--- config.mk ---
export PLATFORM = sky130hd
export DESIGN_NAME = iadc_top
export DESIGN_NICKNAME = d
export VERILOG_FILES = /design/src/logic/iadc_pkg.sv /design/src/logic/iadc_ddr_capture.sv /design/src/logic/iadc_ctrl_timer.sv /design/src/logic/iadc_ctrl_shifter.sv /design/src/logic/iadc_ctrl_fsm.sv /design/src/logic/iadc_top.sv
export VERILOG_INCLUDE_DIRS = /design/src /design/src/logic
export SDC_FILE = /design/constraint.sdc
export NUM_CORES = 1
export LEC_CHECK = 0
export BUFFER_PORTS_ARGS = -buffer_cell sky130_fd_sc_hd__buf_2
export CELL_PAD_IN_SITES_DETAIL_PLACEMENT = 0
export CELL_PAD_IN_SITES_GLOBAL_PLACEMENT = 1
export CORE_MARGIN = 2
export CORE_UTILIZATION = 42
export CTS_CLUSTER_SIZE = 24
export DETAILED_ROUTE_END_ITERATION = 10
export PLACE_DENSITY_LB_ADDON = 0.1
export SETUP_SLACK_MARGIN = 0.2
export SYNTH_ARGS = -nofsm -noshare
export SYNTH_HDL_FRONTEND = slang
export SYNTH_SLANG_ARGS = --single-unit
export TNS_END_PERCENT = 100
--- constraint.sdc ---
create_clock -name adc_clk -period 3.5 [get_ports adc_clk]
set_clock_uncertainty 0.2 [all_clocks]
set_input_delay 0.175 -clock adc_clk [delete_from_list [all_inputs] [get_ports adc_clk]]
set_output_delay 0.175 -clock adc_clk [all_outputs]
set_load 0.005 [all_outputs]
--- src/logic/iadc_defs.svh ---
`ifndef IADC_DEFS_SVH
`define IADC_DEFS_SVH

//////////////////////////////////////////////////
// serial control frame layout
//////////////////////////////////////////////////

`define IADC_ADDR_W  3   // register address bits.
`define IADC_CDATA_W 16  // register data bits.
`define IADC_FRAME_W (`IADC_ADDR_W + `IADC_CDATA_W)

//////////////////////////////////////////////////
// control port timing, in adc_clk cycles
//////////////////////////////////////////////////

// one control bit period, even so the clock splits into two halves.
`define IADC_CTRL_DIV 4

`define IADC_DDRB_CYCLES 8  // length of the ddrb reset pulse.

`endif

--- src/logic/iadc_pkg.sv ---
`include "iadc_defs.svh"

package iadc_pkg;

  //////////////////////////////////////////////////
  // capture path
  //////////////////////////////////////////////////

  typedef logic [7:0]  lane_t;         // one 8-bit bus from the adc.
  typedef logic [63:0] sample_word_t;  // four lanes, both edges.
  typedef logic [3:0]  oor_t;          // i and q flags, both edges.

  //////////////////////////////////////////////////
  // control path
  //////////////////////////////////////////////////

  typedef logic [`IADC_ADDR_W-1:0]  ctrl_addr_t;
  typedef logic [`IADC_CDATA_W-1:0] ctrl_data_t;
  typedef logic [`IADC_FRAME_W-1:0] ctrl_frame_t;

  // write sequence and reset pulse share the idle state.
  typedef enum logic [2:0] {
    ST_IDLE,
    ST_SETUP,
    ST_SHIFT,
    ST_HOLD,
    ST_DDRB
  } ctrl_state_t;

endpackage

--- src/logic/iadc_ddr_capture.sv ---
`timescale 1ns/1ps

module iadc_ddr_capture (
  input  logic                  adc_clk,
  input  logic                  rst_n,
  input  iadc_pkg::lane_t       data_i_even,
  input  iadc_pkg::lane_t       data_i_odd,
  input  iadc_pkg::lane_t       data_q_even,
  input  iadc_pkg::lane_t       data_q_odd,
  input  logic                  oor_i,
  input  logic                  oor_q,
  input  logic                  sync_in,
  output iadc_pkg::sample_word_t adc_data,
  output iadc_pkg::oor_t        adc_oor,
  output logic                  adc_sync
);

  // rising edge samples.
  iadc_pkg::lane_t i_even_r;
  iadc_pkg::lane_t i_odd_r;
  iadc_pkg::lane_t q_even_r;
  iadc_pkg::lane_t q_odd_r;
  logic            oor_i_r;
  logic            oor_q_r;

  // falling edge samples.
  iadc_pkg::lane_t i_even_f;
  iadc_pkg::lane_t i_odd_f;
  iadc_pkg::lane_t q_even_f;
  iadc_pkg::lane_t q_odd_f;
  logic            oor_i_f;
  logic            oor_q_f;

  always_ff @(posedge adc_clk) begin
    i_even_r <= data_i_even;
    i_odd_r  <= data_i_odd;
    q_even_r <= data_q_even;
    q_odd_r  <= data_q_odd;
    oor_i_r  <= oor_i;
    oor_q_r  <= oor_q;
  end

  always_ff @(negedge adc_clk) begin
    i_even_f <= data_i_even;
    i_odd_f  <= data_i_odd;
    q_even_f <= data_q_even;
    q_odd_f  <= data_q_odd;
    oor_i_f  <= oor_i;
    oor_q_f  <= oor_q;
  end

  //////////////////////////////////////////////////
  // output word, one cycle after the rise sample
  //////////////////////////////////////////////////

  // the fall half moves back onto the rising edge here.
  always_ff @(posedge adc_clk or negedge rst_n) begin
    if (!rst_n) begin
      adc_data <= '0;
      adc_oor  <= '0;
      adc_sync <= 1'b0;
    end else begin
      adc_data <= {q_even_r, q_odd_r, q_even_f, q_odd_f,
                   i_even_r, i_odd_r, i_even_f, i_odd_f};
      adc_oor  <= {oor_i_f, oor_q_f, oor_i_r, oor_q_r};
      adc_sync <= sync_in;  // single register, no edge pairing.
    end
  end

  // flags feed straight into status logic downstream.
  a_oor_known: assert property (@(posedge adc_clk) disable iff (!rst_n)
    !$isunknown(adc_oor));

endmodule

--- src/logic/iadc_ctrl_timer.sv ---
`timescale 1ns/1ps
`include "iadc_defs.svh"

module iadc_ctrl_timer (
  input  logic                  adc_clk,
  input  logic                  rst_n,
  input  logic                  start,
  input  iadc_pkg::ctrl_frame_t load_count,
  input  logic                  pulse_mode,
  output logic                  bit_tick,
  output logic                  half_phase,
  output logic                  count_done
);

  localparam int unsigned PH_W = $clog2(`IADC_CTRL_DIV);

  logic                  running;
  logic                  pulse_q;  // mode latched at start.
  logic [PH_W-1:0]       phase;
  iadc_pkg::ctrl_frame_t count;
  logic                  step;

  assign bit_tick   = running && (phase == PH_W'(`IADC_CTRL_DIV - 1));
  assign half_phase = running && (phase >= PH_W'(`IADC_CTRL_DIV / 2));
  assign step       = pulse_q ? running : bit_tick;  // pulse mode counts every cycle.
  assign count_done = step && (count == '0);

  always_ff @(posedge adc_clk or negedge rst_n) begin
    if (!rst_n) begin
      running <= 1'b0;
      pulse_q <= 1'b0;
      phase   <= '0;
      count   <= '0;
    end else if (start) begin
      // a restart also realigns the bit period.
      running <= 1'b1;
      pulse_q <= pulse_mode;
      phase   <= '0;
      count   <= load_count;
    end else if (running) begin
      phase <= bit_tick ? '0 : phase + 1'b1;
      if (count_done) begin
        running <= 1'b0;
      end else if (step) begin
        count <= count - 1'b1;
      end
    end
  end

  a_phase_range: assert property (@(posedge adc_clk) disable iff (!rst_n)
    int'(phase) < `IADC_CTRL_DIV);

endmodule

--- src/logic/iadc_ctrl_shifter.sv ---
`timescale 1ns/1ps
`include "iadc_defs.svh"

module iadc_ctrl_shifter (
  input  logic                 adc_clk,
  input  logic                 rst_n,
  input  logic                 load,
  input  logic                 shift,
  input  iadc_pkg::ctrl_addr_t addr,
  input  iadc_pkg::ctrl_data_t wdata,
  output logic                 ctrl_data
);

  //////////////////////////////////////////////////
  // frame register, address on top
  //////////////////////////////////////////////////

  iadc_pkg::ctrl_frame_t frame;

  always_ff @(posedge adc_clk or negedge rst_n) begin
    if (!rst_n) begin
      frame <= '0;
    end else if (load) begin
      frame <= {addr, wdata};
    end else if (shift) begin
      // next bit moves up into the output position.
      frame <= {frame[`IADC_FRAME_W-2:0], 1'b0};
    end
  end

  // msb drives the pin for the whole bit period.
  assign ctrl_data = frame[`IADC_FRAME_W-1];

endmodule

--- src/logic/iadc_ctrl_fsm.sv ---
`timescale 1ns/1ps
`include "iadc_defs.svh"

module iadc_ctrl_fsm (
  input  logic                  adc_clk,
  input  logic                  rst_n,
  input  logic                  ctrl_write,
  input  logic                  ddrb_req,
  input  logic                  bit_tick,
  input  logic                  half_phase,
  input  logic                  count_done,
  output logic                  timer_start,
  output iadc_pkg::ctrl_frame_t timer_load,
  output logic                  pulse_mode,
  output logic                  shifter_load,
  output logic                  shifter_shift,
  output logic                  ctrl_clk,
  output logic                  ctrl_strobe_n,
  output logic                  ddrb,
  output logic                  ctrl_busy
);

  iadc_pkg::ctrl_state_t state;
  iadc_pkg::ctrl_state_t state_nxt;

  //////////////////////////////////////////////////
  // next state
  //////////////////////////////////////////////////

  always_comb begin
    state_nxt = state;
    case (state)
      iadc_pkg::ST_IDLE: begin
        if (ctrl_write) begin
          state_nxt = iadc_pkg::ST_SETUP;  // write wins a tie.
        end else if (ddrb_req) begin
          state_nxt = iadc_pkg::ST_DDRB;
        end
      end
      iadc_pkg::ST_SETUP: if (count_done) state_nxt = iadc_pkg::ST_SHIFT;
      iadc_pkg::ST_SHIFT: if (count_done) state_nxt = iadc_pkg::ST_HOLD;
      iadc_pkg::ST_HOLD:  if (count_done) state_nxt = iadc_pkg::ST_IDLE;
      iadc_pkg::ST_DDRB:  if (count_done) state_nxt = iadc_pkg::ST_IDLE;
      default:            state_nxt = iadc_pkg::ST_IDLE;
    endcase
  end

  // every state except idle runs on its own timer load.
  assign timer_start = (state_nxt != state) && (state_nxt != iadc_pkg::ST_IDLE);
  assign pulse_mode  = (state_nxt == iadc_pkg::ST_DDRB);

  always_comb begin
    case (state_nxt)
      iadc_pkg::ST_SHIFT: timer_load = iadc_pkg::ctrl_frame_t'(`IADC_FRAME_W - 1);
      iadc_pkg::ST_DDRB:  timer_load = iadc_pkg::ctrl_frame_t'(`IADC_DDRB_CYCLES - 1);
      default:            timer_load = '0;  // setup and hold last one period.
    endcase
  end

  assign shifter_load  = (state == iadc_pkg::ST_IDLE) && (state_nxt == iadc_pkg::ST_SETUP);
  assign shifter_shift = (state == iadc_pkg::ST_SHIFT) && bit_tick;

  // low in the first half of each shift period, high in the second.
  assign ctrl_clk = (state == iadc_pkg::ST_SHIFT) && half_phase;

  //////////////////////////////////////////////////
  // state and pin registers
  //////////////////////////////////////////////////

  always_ff @(posedge adc_clk or negedge rst_n) begin
    if (!rst_n) begin
      state         <= iadc_pkg::ST_IDLE;
      ctrl_strobe_n <= 1'b1;
      ddrb          <= 1'b0;
      ctrl_busy     <= 1'b0;
    end else begin
      state         <= state_nxt;
      ctrl_strobe_n <= !((state_nxt == iadc_pkg::ST_SETUP) ||
                         (state_nxt == iadc_pkg::ST_SHIFT));
      ddrb          <= (state_nxt == iadc_pkg::ST_DDRB);
      ctrl_busy     <= (state_nxt != iadc_pkg::ST_IDLE);
    end
  end

  a_idle_strobe: assert property (@(posedge adc_clk) disable iff (!rst_n)
    (state == iadc_pkg::ST_IDLE) |-> ctrl_strobe_n);

  a_ddrb_excl: assert property (@(posedge adc_clk) disable iff (!rst_n)
    !(ddrb && !ctrl_strobe_n));

endmodule

--- src/logic/iadc_top.sv ---
`timescale 1ns/1ps

module iadc_top (
  input  logic                   adc_clk,
  input  logic                   rst_n,
  input  iadc_pkg::lane_t        data_i_even,
  input  iadc_pkg::lane_t        data_i_odd,
  input  iadc_pkg::lane_t        data_q_even,
  input  iadc_pkg::lane_t        data_q_odd,
  input  logic                   oor_i,
  input  logic                   oor_q,
  input  logic                   sync_in,
  input  logic                   ctrl_write,
  input  iadc_pkg::ctrl_addr_t   ctrl_addr,
  input  iadc_pkg::ctrl_data_t   ctrl_wdata,
  input  logic                   ddrb_req,
  input  logic                   mode_sel,
  output iadc_pkg::sample_word_t adc_data,
  output iadc_pkg::oor_t         adc_oor,
  output logic                   adc_sync,
  output logic                   ctrl_clk,
  output logic                   ctrl_data,
  output logic                   ctrl_strobe_n,
  output logic                   ddrb,
  output logic                   mode,
  output logic                   ctrl_busy
);

  logic                  timer_start;
  iadc_pkg::ctrl_frame_t timer_load;
  logic                  pulse_mode;
  logic                  shifter_load;
  logic                  shifter_shift;
  logic                  bit_tick;
  logic                  half_phase;
  logic                  count_done;

  assign mode = mode_sel;  // static pin, no timing.

  //////////////////////////////////////////////////
  // capture path
  //////////////////////////////////////////////////

  iadc_ddr_capture iadc_ddr_capture_inst (
    .adc_clk     (adc_clk),
    .rst_n       (rst_n),
    .data_i_even (data_i_even),
    .data_i_odd  (data_i_odd),
    .data_q_even (data_q_even),
    .data_q_odd  (data_q_odd),
    .oor_i       (oor_i),
    .oor_q       (oor_q),
    .sync_in     (sync_in),
    .adc_data    (adc_data),
    .adc_oor     (adc_oor),
    .adc_sync    (adc_sync)
  );

  //////////////////////////////////////////////////
  // control path
  //////////////////////////////////////////////////

  iadc_ctrl_fsm iadc_ctrl_fsm_inst (
    .adc_clk       (adc_clk),
    .rst_n         (rst_n),
    .ctrl_write    (ctrl_write),
    .ddrb_req      (ddrb_req),
    .bit_tick      (bit_tick),
    .half_phase    (half_phase),
    .count_done    (count_done),
    .timer_start   (timer_start),
    .timer_load    (timer_load),
    .pulse_mode    (pulse_mode),
    .shifter_load  (shifter_load),
    .shifter_shift (shifter_shift),
    .ctrl_clk      (ctrl_clk),
    .ctrl_strobe_n (ctrl_strobe_n),
    .ddrb          (ddrb),
    .ctrl_busy     (ctrl_busy)
  );

  iadc_ctrl_timer iadc_ctrl_timer_inst (
    .adc_clk    (adc_clk),
    .rst_n      (rst_n),
    .start      (timer_start),
    .load_count (timer_load),
    .pulse_mode (pulse_mode),
    .bit_tick   (bit_tick),
    .half_phase (half_phase),
    .count_done (count_done)
  );

  iadc_ctrl_shifter iadc_ctrl_shifter_inst (
    .adc_clk   (adc_clk),
    .rst_n     (rst_n),
    .load      (shifter_load),
    .shift     (shifter_shift),
    .addr      (ctrl_addr),
    .wdata     (ctrl_wdata),
    .ctrl_data (ctrl_data)
  );

endmodule

After elaboration in Yosys (flattened, before gate mapping)
Cells that the tools add are included.
- add/subtract/negate cells: 2
- magnitude comparators: 1
- eq/ne operators: 10
- mux-type cells: 20
- reductions and logical operators: 17
- operators with widths (cell ; number):
    $mux W19 ; 6
    $logic_not A19 Y1 ; 1
    $sub A19 B1 Y19 const B ; 1
    $mux W3 ; 5
    $pmux W3 S4 ; 1
    $pmux W5 S2 ; 1
    $eq A3 B2 Y1 const B ; 3
    $logic_and A1 B1 Y1 ; 7
    $eq A3 B1 Y1 const B ; 2
    $eq A3 B3 Y1 const B ; 2
    $mux W2 ; 3
    $reduce_bool A2 Y1 ; 3
    $mux W1 ; 4
    $logic_not A3 Y1 ; 1
    $ne A3 B3 Y1 ; 1
    $reduce_and A3 Y1 ; 1
    $reduce_bool A3 Y1 ; 1
    $add A2 B1 Y2 const B ; 1
    $eq A2 B2 Y1 const B ; 1
    $ge A2 B2 Y1 const B ; 1
    $ne A2 B1 Y1 const B ; 1
    $reduce_or A2 Y1 ; 1
    $logic_not A1 Y1 ; 1
    $logic_or A1 B1 Y1 ; 1
- bits in registers: 185

Longest topological paths before layout
- word-level depth: 10
- gate-level depth with buffers: 10

Modules after synthesis
A second synthesis with hierarchy kept.
- cells, all modules: 446
- area, all modules: 5957.0 sq um
- modules (own cells, without submodules) (module ; instances ; cells an instance ; area each (sq um) ; sequential area each (sq um)):
    iadc_ddr_capture ; 1 ; 138 ; 3091.7 ; 3088.0
    iadc_ctrl_timer ; 1 ; 171 ; 1490.2 ; 575.6
    iadc_ctrl_shifter ; 1 ; 82 ; 878.3 ; 475.5
    iadc_ctrl_fsm ; 1 ; 54 ; 489.2 ; 151.4
    iadc_top ; 1 ; 1 ; 7.5 ; 0.0

==> summary by stage <==
CTS
The clock tree from TritonCTS is done. The tree built by TritonCTS fans out to 185 sinks. The count of hold buffers inserted by post-cts repair is 56. The clock passes through at most 2 buffers.

Clock-pin slew was measured on the worst setup and hold paths at 70 ps. Post-CTS repair changed the size of 0 cells. The count of buffers added by post-CTS timing repair for setup is 0. Clock tree synthesis selected as its root buffer the cell clkbuf_16.

The number of buffers created by CTS is 17. The deepest level of the CTS H-tree is 4. The later pin in the worst-skew pair is clocked with a latency of 460 ps.

Logic synthesis
Sorting the synthesized cells by area gives the leading types as dfrtp_1, dfxtp_1, nand2_1. The biggest area contributor in the post-synthesis netlist is dfrtp_1. In this run the cell area of the synthesized design comes to 5470 sq um. Summing the sequential cell areas from Yosys gives around 78% of the chip area. The synthesized netlist contains 48 unique library cells.

The async set-or-reset flop fraction in the synthesized netlist is 63.2%. The predominant post-synthesis flop cell is dfrtp_1. Synthesis inferred 185 register bits. The synthesized area per cell is 14.2 sq um. The number of synthesis warnings is 0.

The number of nets in the synthesized netlist is 448. The number of flops mapped to enable cells by yosys is 0. The portion of synthesized cell area occupied by the leading cell type is 53.1%.

The cell count after synthesis came out at 385.

Floorplanning
From bottom edge to top edge, the die measures approximately 120 um. In this run the horizontal extent of the chip is 118 um. The region available for standard cell placement spans 12700 sq um. The die footprint is 14000 sq um.

The number of rows created at floorplan is 41. For this design the top-level I/O count stands at 134. The initial core utilization is between 40% and 50%.

Layout
Compared with the post-synthesis result, the final layout area differs by 38.9%. The number of nets in the final layout is 679. The non-filler instance count after layout is between 800 and 900.

Leaving out fill and tap cells, the most frequent cell in the layout is buf_2. The post-route cell area is 7600 sq um. The top cell types in the final layout, fill and taps aside, are buf_2, dfrtp_1, dfxtp_1.

The number of antenna diodes in the final layout is 0. The fraction of final layout cells with drive strength greater than 1 is 27.5%.

Route
Dividing the detail-routed wire length by the instance count gives around 13 um. After detailed routing, the number of remaining DRC violations is 0. After detailed routing, the number of vias per cell comes to 4.45. The number of DRC markers after the initial detailed-route iteration is approximately 210. The pre-antenna-repair detailed-routing pass consisted of 5 iterations. The post-route antenna net violation count is 0.

The routed via count is 3565. After detailed routing, the total wire length is 10600 um.

Worst hold path
The path class of the tightest hold or removal check is in -> reg.

Critical path
The worst setup path is captured at a register. The critical path in this run is classified as reg -> reg. Along the worst path, the maximum fanout reaches 9. At the worst endpoint, the required time is 3590 ps. At the worst endpoint, the arrival time is around 3100 ps.

STA classifies the critical path startpoint as a register.

STA
Setup total negative slack on the finished layout was measured at 0 ps. The shortest period the worst path allows is just over 3000 ps. The total of endpoints with negative setup slack in the final report is 0.

The count of pins over their slew limit was 0. Derived from the worst setup path, the maximum achievable clock frequency is 328 MHz. The worst-margin pin slew is 832 ps. The number of hold violations in the final report is 0. The hold slack is 23.6 ps. The final setup slack of the worst path is around 450 ps. Dividing the final minimum period by the clock period gives 87.1%.

The remaining max-slew budget at the tightest pin is 44.5%. Setup repair after global routing left no endpoint under its margin.

Placement
The count of port buffers added during placement is 131. The worst setup timing slack at the placement stage is 447 ps. At the end of routability-driven placement, the weighted congestion stood at between 0.7 and 0.8. The count of placed standard cells including taps is 680. The half-perimeter wire length of the detailed placement result is 6960 um. Once placement finished, the instance area stood at 6330 sq um.

Global route
The maximum number of pins on one net before global-route repair is 66. The via count of the first global-routing pass came to ~3700. The global-route wire length before repair is 17800 um. The number of antenna violations at the first check in global routing is 0. Global routing finished with a remaining overflow of 0. The aggregate global-route resource usage is 16.1%.

Pwr
The areal power density over the cells is 735 nW/um^2. The worst voltage drop across the vdd grid is roughly 0.00047 V. The leakage power of the design is approximately 0.0037 uW.

Run
Across the run, the number of max-cap violations was 0.

Run status
The run finished with clean final reports.
layer usage:
metal / share of wire, % / GRT usage, %
met1: 43 / 19.8
met2: 47 / 25.1
met3: 8.2 / 7.00
met4: 1.5 / 6.33
met5: 0 / 0
sequential cells by signal, indices dropped and copies added (netlist names), 2 cells and up:
register                        cells
iadc_ddr_capture_inst.q_odd_r       8
iadc_ddr_capture_inst.i_odd_r       8
iadc_ddr_capture_inst.i_odd_f       8
iadc_ddr_capture_inst.q_even_f      8
iadc_ctrl_fsm_inst.state            3
iadc_ctrl_timer_inst.phase          2
iadc_ddr_capture_inst.i_even_f      8
iadc_ctrl_timer_inst.count         19
iadc_ddr_capture_inst.adc_data     64
iadc_ddr_capture_inst.adc_oor       4
iadc_ddr_capture_inst.q_even_r      8
iadc_ddr_capture_inst.i_even_r      8
iadc_ddr_capture_inst.q_odd_f       8
iadc_ctrl_shifter_inst.frame       19
cells by family after synthesis:
kind of cell             after synthesis  share of synthesized area (%)
AO/OA/AOI/OAI                         49                           6.65
buffers and inverters                 22                           1.94
multiplexers                           1                          0.183
XOR/XNOR                              14                           2.24
adder cells (fa/ha/maj)                4                          0.915
AND/OR/NAND/NOR                      110                           9.65
flip-flops                           185                           78.4
worst max-delay path: stages (launching register included):
cell	delay, ps
dfrtp_1	410
inv_1	90
ha_1	140
or4b_2	580
or4_4	500
o31ai_4	260
o311a_1	360
buf_4	220
a21o_1	90
a21oi_1	60
synth_stat cells, types with 2 or more instances:
| library cell | number |
|---|---|
| nor3_1 | 10 |
| nor2_1 | 27 |
| or3_1 | 6 |
| a21oi_1 | 6 |
| o21a_1 | 3 |
| or4_1 | 8 |
| o21ai_1 | 2 |
| nand3_1 | 3 |
| inv_1 | 8 |
| and2_1 | 2 |
| xnor2_1 | 9 |
| ha_1 | 4 |
| o21ai_0 | 7 |
| dfrtp_1 | 116 |
| buf_4 | 4 |
| nor4_1 | 4 |
| clkbuf_1 | 7 |
| xor2_1 | 5 |
| dfxtp_1 | 68 |
| a21o_1 | 2 |
| a211oi_1 | 2 |
| nand2_1 | 40 |
| a22oi_1 | 17 |
power breakdown:
| part | internal, uW | switching (uW) | total, uW | leakage [uW] |
|---|---|---|---|---|
| logic | 438 | 493 | 931 | 0.00125 |
| clock network | 1070 | 930 | 2000 | 0.000468 |
| registers | 2440 | 216 | 2650 | 0.00198 |
metrics by stage:
| step | power, uW | utilization, % |
|---|---|---|
| after global placement | 3620 | 49.9 |
| after global routing | 5930 | 60.0 |
| after detailed placement | 3640 | 49.9 |
| after floorplan | 3360 | - |
| after CTS | 5660 | 60.0 |
| final | 5580 | 60.0 |
path summary, 6_finish.rpt:
path                            slack (ps)                                       from  cells after the start                                           end
worst max-delay path                   450  iadc_ctrl_timer_inst.count[0]$_DFFE_PN0P_                      9     iadc_ctrl_timer_inst.count[0]$_DFFE_PN0P_
worst min-delay path                    20                                   ddrb_req                      3     iadc_ctrl_timer_inst.count[0]$_DFFE_PN0P_
worst max register to register         450  iadc_ctrl_timer_inst.count[0]$_DFFE_PN0P_                      9     iadc_ctrl_timer_inst.count[0]$_DFFE_PN0P_
worst min register to register         130   iadc_ddr_capture_inst.i_odd_r[2]$_DFF_P_                      0  iadc_ddr_capture_inst.adc_data[18]$_DFF_PN0_
max in group asynchronous             2130                                      rst_n                      3     iadc_ctrl_timer_inst.count[9]$_DFFE_PN0P_
min in group asynchronous              200                                      rst_n                      2     iadc_ctrl_timer_inst.count[2]$_DFFE_PN0P_
final cells by class:
class | instances | area (sq um)
clock inverter | 48 | 287
sequential | 185 | 4290
multi-input combinational | 178 | 1070
fill | 1041 | 5070
timing repair buffer | 193 | 1280
inverter | 7 | 26.3
clock buffer | 18 | 429
tap | 172 | 215
Note: power is estimated with default switching activity, not from simulation.
